$ cat src/design/memoryGame_params.svh
// ----------------------------------------
// Memory game sizes and timing constants
// ----------------------------------------
`ifndef MEMORY_GAME_PARAMS_SVH
`define MEMORY_GAME_PARAMS_SVH

// Sequence memory and game length
`define SEQ_DEPTH 16
`define SHORT_ROUNDS 8
`define LONG_ROUNDS 16

// Display timing in clock cycles
`define SHOW_TICKS 8
`define SHOW_HALF 4

// Player response limits in clock cycles
`define TIMEOUT_LONG 64
`define TIMEOUT_SHORT 32

// Preset colours, entry 0 in the low nibble
`define PRESET_SEQ 64'h2814_4182_1824_8241

`endif

$ cat src/design/gameDataPkg.sv
// ----------------------------------------
// Memory game datapath vector types
// ----------------------------------------
package gameDataPkg;

    // One-hot colour for keys, LEDs and memory words
    typedef logic [3:0] keyT;

    // Sequence memory address
    typedef logic [3:0] addressT;

    // Round index, round n shows entries 0 to n
    typedef logic [3:0] roundT;

    // Display and response timer count
    typedef logic [6:0] tickT;

endpackage

$ cat src/design/gameStatePkg.sv
// ----------------------------------------
// Memory game controller state encoding
// ----------------------------------------
package gameStatePkg;

    typedef enum logic [4:0] {
        idle         = 5'd0,
        initElements = 5'd1,
        roundStart   = 5'd2,
        showEntry    = 5'd3,
        waitShow     = 5'd4,
        blankShow    = 5'd5,
        showNext     = 5'd6,
        playStart    = 5'd7,
        waitPlay     = 5'd8,
        storePlay    = 5'd9,
        comparePlay  = 5'd10,
        nextPlay     = 5'd11,
        nextRound    = 5'd12,
        addEntry     = 5'd13,
        waitRecord   = 5'd14,
        recordEntry  = 5'd15,
        showRecord   = 5'd16,
        wonGame      = 5'd17,
        lostGame     = 5'd18,
        timedOutGame = 5'd19
    } controllerState;

endpackage

$ cat src/design/gameControlIf.sv
// ----------------------------------------
// Control strobes and condition flags
// between the FSM and the datapath
// ----------------------------------------
`timescale 1ns/1ps

interface gameControlIf;
    import gameDataPkg::*;

    // Control from the FSM
    logic clearAddress;
    logic countAddress;
    logic clearRound;
    logic countRound;
    logic clearShow;
    logic countShow;
    logic clearResponse;
    logic countResponse;
    logic storeLevels;
    logic clearKey;
    logic storeKey;
    logic writeEntry;

    // Conditions back from the datapath
    logic showMid;
    logic showEnd;
    logic timeUp;
    logic addressAtRound;
    logic lastRound;
    logic playMade;
    logic playCorrect;
    keyT  entry;
    keyT  playedKey;

    modport controller (
        output clearAddress, countAddress, clearRound, countRound,
        output clearShow, countShow, clearResponse, countResponse,
        output storeLevels, clearKey, storeKey, writeEntry,
        input  showMid, showEnd, timeUp, addressAtRound, lastRound,
        input  playMade, playCorrect
    );

    modport datapath (
        input  clearAddress, countAddress, clearRound, countRound,
        input  clearShow, countShow, clearResponse, countResponse,
        input  storeLevels, clearKey, storeKey, writeEntry,
        output showMid, showEnd, timeUp, addressAtRound, lastRound,
        output playMade, playCorrect, entry, playedKey
    );

endinterface

$ cat src/design/gameController.sv
// ----------------------------------------
// Memory game control unit
// Moore FSM for display, play, compare,
// recording and end states
// ----------------------------------------
`timescale 1ns/1ps

module gameController (
    input  logic                         clock,
    input  logic                         reset,
    input  logic                         start,
    input  logic                         mode2,
    gameControlIf.controller             ctrl,
    output logic                         ledsOn,
    output logic                         echoKey,
    output logic                         won,
    output logic                         lost,
    output logic                         ready,
    output logic                         playerTurn,
    output logic                         newEntry,
    output logic                         timedOut,
    output gameStatePkg::controllerState stateOut
);
    import gameStatePkg::*;

    controllerState state;
    controllerState nextState;

    always_ff @(posedge clock or posedge reset) begin
        if (reset) begin
            state <= idle;
        end else begin
            state <= nextState;
        end
    end

    // ----------------------------------------
    // Next state
    // ----------------------------------------
    always_comb begin
        nextState = state;
        case (state)
            idle:         nextState = start ? initElements : idle;
            initElements: nextState = roundStart;
            roundStart:   nextState = blankShow;
            blankShow:    nextState = ctrl.showMid ? showEntry : blankShow;
            showEntry:    nextState = waitShow;
            waitShow: begin
                if (ctrl.showEnd) begin
                    nextState = ctrl.addressAtRound ? playStart : showNext;
                end
            end
            showNext:     nextState = blankShow;
            playStart:    nextState = waitPlay;
            waitPlay: begin
                // Timeout wins over a key in the same cycle
                if (ctrl.timeUp) begin
                    nextState = timedOutGame;
                end else if (ctrl.playMade) begin
                    nextState = storePlay;
                end
            end
            storePlay:    nextState = comparePlay;
            comparePlay: begin
                // Decide only once the echo is over
                if (ctrl.showMid) begin
                    if (!ctrl.playCorrect) begin
                        nextState = lostGame;
                    end else if (!ctrl.addressAtRound) begin
                        nextState = nextPlay;
                    end else if (ctrl.lastRound) begin
                        nextState = wonGame;
                    end else begin
                        nextState = mode2 ? addEntry : nextRound;
                    end
                end
            end
            nextPlay:     nextState = waitPlay;
            nextRound:    nextState = roundStart;
            addEntry:     nextState = waitRecord;
            waitRecord: begin
                if (ctrl.timeUp) begin
                    nextState = timedOutGame;
                end else if (ctrl.playMade) begin
                    nextState = recordEntry;
                end
            end
            recordEntry:  nextState = showRecord;
            showRecord:   nextState = ctrl.showMid ? roundStart : showRecord;
            wonGame:      nextState = start ? initElements : wonGame;
            lostGame:     nextState = start ? initElements : lostGame;
            timedOutGame: nextState = start ? initElements : timedOutGame;
            default:      nextState = idle;
        endcase
    end

    // ----------------------------------------
    // Moore outputs
    // ----------------------------------------
    assign ctrl.clearAddress  = (state == initElements) || (state == roundStart)
                             || (state == playStart);
    assign ctrl.countAddress  = (state == showNext) || (state == nextPlay)
                             || (state == addEntry);
    assign ctrl.clearRound    = (state == initElements);
    assign ctrl.countRound    = (state == nextRound) || (state == addEntry);
    assign ctrl.clearShow     = (state == roundStart) || (state == storePlay)
                             || (state == recordEntry);
    assign ctrl.countShow     = (state == blankShow) || (state == showEntry)
                             || (state == waitShow) || (state == showNext)
                             || (state == comparePlay) || (state == showRecord);
    assign ctrl.clearResponse = (state == initElements) || (state == playStart)
                             || (state == nextPlay) || (state == addEntry);
    assign ctrl.countResponse = (state == waitPlay) || (state == waitRecord);
    assign ctrl.storeLevels   = (state == initElements);
    assign ctrl.clearKey      = (state == initElements) || (state == roundStart);
    assign ctrl.storeKey      = (state == storePlay) || (state == recordEntry);
    assign ctrl.writeEntry    = (state == showRecord);

    // Stored entry lit, or the player's key echoed
    assign ledsOn     = (state == showEntry) || (state == waitShow);
    assign echoKey    = (state == comparePlay) || (state == showRecord);

    assign won        = (state == wonGame);
    assign lost       = (state == lostGame) || (state == timedOutGame);
    assign timedOut   = (state == timedOutGame);
    assign ready      = (state == wonGame) || (state == lostGame)
                     || (state == timedOutGame);
    assign playerTurn = (state == waitPlay) || (state == waitRecord);
    assign newEntry   = (state == waitRecord);
    assign stateOut   = state;

    // A key press reaches the FSM as a one-cycle strobe
    assert property (@(posedge clock) disable iff (reset)
        ctrl.playMade |=> !ctrl.playMade);

    // The lit phase only ends while an entry is shown
    assert property (@(posedge clock) disable iff (reset)
        ctrl.showEnd |-> (state == waitShow));

endmodule

$ cat src/design/sequenceStore.sv
// ----------------------------------------
// Sequence memory with address and round
// counters and the game length level
// ----------------------------------------
`timescale 1ns/1ps
`include "memoryGame_params.svh"

module sequenceStore (
    input  logic           clock,
    input  logic           reset,
    gameControlIf.datapath ctrl,
    input  logic           levelLength
);
    import gameDataPkg::*;

    localparam logic [4*`SEQ_DEPTH-1:0] presetTable = `PRESET_SEQ;

    keyT     memory [`SEQ_DEPTH];
    addressT addressCount;
    roundT   roundCount;
    logic    lengthLevel;

    // Preset colours come back on every reset
    always_ff @(posedge clock or posedge reset) begin
        if (reset) begin
            for (int i = 0; i < `SEQ_DEPTH; i++) begin
                memory[i] <= presetTable[i*4 +: 4];
            end
        end else if (ctrl.writeEntry) begin
            memory[addressCount] <= ctrl.playedKey;
        end
    end

    always_ff @(posedge clock or posedge reset) begin
        if (reset) begin
            addressCount <= '0;
            roundCount   <= '0;
            lengthLevel  <= 1'b0;
        end else begin
            if (ctrl.clearAddress) begin
                addressCount <= '0;
            end else if (ctrl.countAddress) begin
                addressCount <= addressCount + addressT'(1);
            end
            if (ctrl.clearRound) begin
                roundCount <= '0;
            end else if (ctrl.countRound) begin
                roundCount <= roundCount + roundT'(1);
            end
            if (ctrl.storeLevels) begin
                lengthLevel <= levelLength;
            end
        end
    end

    assign ctrl.entry          = memory[addressCount];
    assign ctrl.addressAtRound = (addressCount == roundCount);

    // High level plays the long game
    assign ctrl.lastRound = lengthLevel ? (roundCount == roundT'(`LONG_ROUNDS - 1))
                                        : (roundCount == roundT'(`SHORT_ROUNDS - 1));

    // New entries only go on the end of the sequence
    assert property (@(posedge clock) disable iff (reset)
        ctrl.writeEntry |-> (addressCount == roundCount));

endmodule

$ cat src/design/gameTimers.sv
// ----------------------------------------
// Display timer and player response timer
// ----------------------------------------
`timescale 1ns/1ps
`include "memoryGame_params.svh"

module gameTimers (
    input  logic           clock,
    input  logic           reset,
    gameControlIf.datapath ctrl,
    input  logic           levelTime
);
    import gameDataPkg::*;

    // One display period is a blank phase then a lit phase
    localparam tickT showMidCount = tickT'(`SHOW_HALF - 1);
    localparam tickT showEndCount = tickT'(`SHOW_HALF + `SHOW_TICKS - 1);

    tickT showCount;
    tickT responseCount;
    tickT responseLimit;
    logic timeLevel;

    always_ff @(posedge clock or posedge reset) begin
        if (reset) begin
            showCount <= '0;
        end else if (ctrl.clearShow) begin
            showCount <= '0;
        end else if (ctrl.countShow) begin
            // Wrap so the next period starts blank
            showCount <= ctrl.showEnd ? tickT'(0) : showCount + tickT'(1);
        end
    end

    always_ff @(posedge clock or posedge reset) begin
        if (reset) begin
            responseCount <= '0;
            timeLevel     <= 1'b0;
        end else begin
            if (ctrl.clearResponse) begin
                responseCount <= '0;
            end else if (ctrl.countResponse) begin
                responseCount <= responseCount + tickT'(1);
            end
            if (ctrl.storeLevels) begin
                timeLevel <= levelTime;
            end
        end
    end

    // High time level gives the short limit
    assign responseLimit = timeLevel ? tickT'(`TIMEOUT_SHORT - 1)
                                     : tickT'(`TIMEOUT_LONG - 1);

    assign ctrl.showMid = (showCount == showMidCount);
    assign ctrl.showEnd = (showCount == showEndCount);
    assign ctrl.timeUp  = (responseCount == responseLimit);

endmodule

$ cat src/design/keyCapture.sv
// ----------------------------------------
// Key press detection, key register and
// compare against the current entry
// ----------------------------------------
`timescale 1ns/1ps

module keyCapture (
    input  logic              clock,
    input  logic              reset,
    input  gameDataPkg::keyT  keys,
    gameControlIf.datapath    ctrl
);
    import gameDataPkg::*;

    keyT  previousKeys;
    keyT  pressedKey;
    keyT  keyRegister;
    logic keyEdge;
    logic playStrobe;

    // Any key down after all keys up
    assign keyEdge = (previousKeys == '0) && (keys != '0);

    always_ff @(posedge clock or posedge reset) begin
        if (reset) begin
            previousKeys <= '0;
            playStrobe   <= 1'b0;
            keyRegister  <= '0;
        end else begin
            previousKeys <= keys;
            playStrobe   <= keyEdge;
            if (ctrl.clearKey) begin
                keyRegister <= '0;
            end else if (ctrl.storeKey) begin
                keyRegister <= pressedKey;
            end
        end
    end

    // Holds the press until the FSM stores it
    always_ff @(posedge clock) begin
        if (keyEdge) begin
            pressedKey <= keys;
        end
    end

    assign ctrl.playMade    = playStrobe;
    assign ctrl.playedKey   = keyRegister;
    assign ctrl.playCorrect = (keyRegister == ctrl.entry);

    assert property (@(posedge clock) disable iff (reset) $onehot0(keyRegister));

endmodule

$ cat src/design/memoryGame.sv
// ----------------------------------------
// Memory game top level
// ----------------------------------------
`timescale 1ns/1ps

module memoryGame (
    input  logic                         clock,
    input  logic                         reset,
    input  logic                         start,
    input  gameDataPkg::keyT             keys,
    input  logic                         levelTime,
    input  logic                         levelLength,
    input  logic                         mode2,
    output gameDataPkg::keyT             leds,
    output logic                         won,
    output logic                         lost,
    output logic                         ready,
    output logic                         playerTurn,
    output logic                         newEntry,
    output logic                         timedOut,
    output gameStatePkg::controllerState stateOut
);
    logic ledsOn;
    logic echoKey;

    gameControlIf ctrl ();

    gameController controllerInst (
        .clock      (clock),
        .reset      (reset),
        .start      (start),
        .mode2      (mode2),
        .ctrl       (ctrl),
        .ledsOn     (ledsOn),
        .echoKey    (echoKey),
        .won        (won),
        .lost       (lost),
        .ready      (ready),
        .playerTurn (playerTurn),
        .newEntry   (newEntry),
        .timedOut   (timedOut),
        .stateOut   (stateOut)
    );

    sequenceStore storeInst (
        .clock       (clock),
        .reset       (reset),
        .ctrl        (ctrl),
        .levelLength (levelLength)
    );

    gameTimers timersInst (
        .clock     (clock),
        .reset     (reset),
        .ctrl      (ctrl),
        .levelTime (levelTime)
    );

    keyCapture keyInst (
        .clock (clock),
        .reset (reset),
        .keys  (keys),
        .ctrl  (ctrl)
    );

    // Echo of the played key, else the stored entry while shown
    assign leds = echoKey ? ctrl.playedKey : (ledsOn ? ctrl.entry : '0);

endmodule

$ cat config.mk
export PLATFORM = sky130hd
export DESIGN_NAME = memoryGame
export DESIGN_NICKNAME = d
export VERILOG_FILES = /design/src/design/gameDataPkg.sv /design/src/design/gameStatePkg.sv /design/src/design/gameControlIf.sv /design/src/design/gameController.sv /design/src/design/sequenceStore.sv /design/src/design/gameTimers.sv /design/src/design/keyCapture.sv /design/src/design/memoryGame.sv
export VERILOG_INCLUDE_DIRS = /design/src /design/src/design
export SDC_FILE = /design/constraint.sdc
export NUM_CORES = 1
export LEC_CHECK = 0
export ABC_AREA = 1
export BUFFER_PORTS_ARGS = -buffer_cell sky130_fd_sc_hd__clkbuf_2
export CAP_MARGIN = 10
export CORE_MARGIN = 3
export CORE_UTILIZATION = 40
export DETAILED_ROUTE_END_ITERATION = 7
export SLEW_MARGIN = 20
export SYNTH_ARGS = -nofsm -noshare
export SYNTH_HDL_FRONTEND = slang
export SYNTH_SLANG_ARGS = --single-unit
$ cat constraint.sdc
create_clock -name clock -period 3.4 [get_ports clock]
set_input_delay 0.68 -clock clock [delete_from_list [all_inputs] [get_ports clock]]
set_output_delay 0.68 -clock clock [all_outputs]
set_load 0.05 [all_outputs]
==> flow_summary.json <==
{
  "drv_slew": 0,
  "min_period_ps": 2960,
  "first_pass_iters": 5,
  "yosysSeqAreaShare": 0.477,
  "final_cell_area_um2": 6290,
  "gr-usage-all-layers": 0.190,
  "cap_violations": 0,
  "crit_chain": "nor2_1, nand2_1, nor2_1, inv_1, nand2_1, inv_1, o22ai_1, clkbuf_2",
  "crit_fanout": 7,
  "post_cts_buffers": 0,
  "io_pins": 25,
  "finalSetupTns_ps": 0,
  "antenna_cells": 0,
  "ir_worst_vdd_uv": 315,
  "post-route-util": 0.466,
  "p_per_area_nw_per_um2": 669,
  "synth_flop_cell": "dfrtp_1",
  "path_class": "reg -> out",
  "drive_gt1_frac": 0.115,
  "ys_seq_elements": 106,
  "ys_warn_count": 0,
  "worst_pin_slew_ps": 679,
  "place.detailed.hpwl_um": 9740,
  "clkTransAtPathRegs_ps": 70,
  "placed_cells": 949,
  "synth_top_area_cell": "dfrtp_1",
  "dp_slack_ps": 684,
  "numCtsBuffers": 9,
  "antenna_found_initial": 0,
  "dpl_cell_area_um2": 5940,
  "fill_cells": 1361,
  "min_period_over_period": 0.869,
  "max-slew-margin-rel": 0.543,
  "setup_viol": 0,
  "async_flop_share": 0.962,
  "core-area_um2": 13500,
  "h-tree-depth": 3,
  "end_kind": "output pin",
  "routed_wl_um": 14100,
  "power_leakage_nw": 2.97,
  "r2r_start": "timersInst.responseCount[1]$_DFFE_PP0P_",
  "cp.arrival_ps": 2280,
  "clock_path_buffers": 2,
  "routedWlPerCell_um": 14.6,
  "max_stage_delay_ps": 480,
  "worstHoldPathType": "in -> async",
  "hold_ws_ps": 358,
  "synth_most_common_cell": "nand2_1",
  "grt_pass1_wl_um": 24100,
  "grt_max_degree": 63,
  "cts-root-buf": "clkbuf_16",
  "grt_pass1_vias": 4830,
  "synth_commonest_cells": "255 x nand2_1, 97 x inv_1, 86 x dfrtp_1",
  "via_count": 4910,
  "die_w_um": 125,
  "cpMaxStageDelayCell": "dfrtp_1",
  "critPathLaunchType": "flop",
  "cts_sinks": 106,
  "final_net_count": 801,
  "initial_utilization": 0.418,
  "fin_ws_ps": 444,
  "drc": 0,
  "yosysTopAreaCellShare": 0.381,
  "io_buffers": 24,
  "synth_cell_types": 38,
  "place.gp.congestion": 0.903,
  "cts_tree": "built",
  "netlist_instances": 757,
  "timing.rr.end": "controllerInst.stateOut[2]$_DFFE_PP0P_",
  "syn_avg_cell_area_um2": 7.46,
  "synthesis.area_um2": 5650,
  "fin_cells": 965,
  "die_h_um": 125,
  "max_clock_freq_ghz": 0.338,
  "grt-ovfl-total": 0,
  "rows": 42,
  "synth.net_count": 774,
  "hold_violations": 0,
  "fin_skew_ps": 8.80,
  "status": "finished, final reports clean",
  "grt_setup_unrepaired": "false",
  "p_total_mw": 4.21,
  "rr_worst_depth": 10,
  "postRouteAntennaNets": 0,
  "die_area_um2": 15600,
  "crit_required_ps": 2720,
  "r2r_slack_ps": 1190,
  "via_per_inst": 5.09,
  "clk_latency_ps": 360,
  "synth_edf_count": 4,
  "synthTopCellsByArea": "dfrtp_1 38%, nand2_1 17%, dfstp_2 7.4%",
  "initialDrtViolationCount": 391,
  "areaGrowthSynthToFinish_pct": 11.4
}
-- worst max path at each step --
stage / from / endpoint / slack [ps]
3_3_place_gp: storeInst.addressCount[0]$_DFFE_PP0P_ / leds[2] / 750
2_1_floorplan: reset / controllerInst.stateOut[0]$_DFFE_PP0P_ / 70
6_report: controllerInst.stateOut[3]$_DFFE_PP0P_ / leds[2] / 440
4_1_cts: storeInst.addressCount[0]$_DFFE_PP0P_ / leds[2] / 290
5_1_grt: storeInst.addressCount[0]$_DFFE_PP0P_ / leds[2] / 220
3_5_place_dp: storeInst.addressCount[0]$_DFFE_PP0P_ / leds[2] / 680
-- sequential cells by signal, indices dropped and copies added, names as in the netlist, 4 cells and up --
signal                    flops
keyInst.ctrl.playedKey        4
controllerInst.stateOut       5
keyInst.previousKeys          4
storeInst.roundCount          4
timersInst.responseCount      7
keyInst.pressedKey            4
storeInst.memory             64
storeInst.addressCount        4
timersInst.showCount          7
-- repair_timing --
item                                    CTS  global route
hold buffers                              0             0
endpoints found under the setup margin    0             1
gates resized for setup                   0             1
-- worst max-delay path, delay by kind of cell, from the launching register on --
family | cells | cell delay (ps)
simple gates | 4 | 590
buf+inv | 3 | 590
flops | 1 | 480
compound gates | 1 | 240
-- logic make-up (layout without fill, tap and decap cells) --
logic type,after synthesis,after routing,share of synthesized area
AO/OA/AOI/OAI,131,131,0.124
flip-flops,106,106,0.477
buffers and inverters,120,152,0.0915
AND/OR/NAND/NOR,390,390,0.288
XOR/XNOR,3,3,0.00465
adder cells (fa/ha/maj),7,7,0.0155
-- layout make-up --
| type | count | area [um2] | area share |
|---|---|---|---|
| Clock buffer | 11 | 264 | 0.0420 |
| Clock inverter | 5 | 82.6 | 0.0131 |
| Inverter | 104 | 398 | 0.0633 |
| Multi-Input combinational cell | 531 | 2440 | 0.388 |
| Sequential cell | 106 | 2690 | 0.428 |
| Tap cell | 176 | 220 | 0.0350 |
| Timing Repair Buffer | 32 | 193 | 0.0306 |
-- power breakdown --
group	switching (mW)	total, mW	internal [mW]
Combinational	1.10	1.51	0.410
Clock	0.503	1.22	0.714
Sequential	0.112	1.49	1.37
Total	1.71	4.21	2.50
-- placed cells by master, fill, tap and decap left out, types with 3 or more instances in the layout --
master / instances
ha_1: 7
clkbuf_16: 10
nor2_1: 67
buf_4: 7
nor3_2: 4
inv_1: 96
a21oi_1: 22
clkbuf_2: 24
dfrtp_1: 85
o21ai_1: 11
nor2_2: 6
nor4_1: 8
nand3_2: 3
o21ai_0: 83
dfstp_2: 16
nand2_1: 255
inv_2: 6
xor2_1: 3
o22ai_1: 6
edfxtp_1: 4
nor3_1: 15
nand3_1: 25
-- metal layers --
layer  track usage  wire length (um)
met5             0                 0
met4        0.0568               209
met1         0.268              6860
met3        0.0412               583
met2         0.295              6420
No activity file was read; power rests on OpenSTA's default activity.
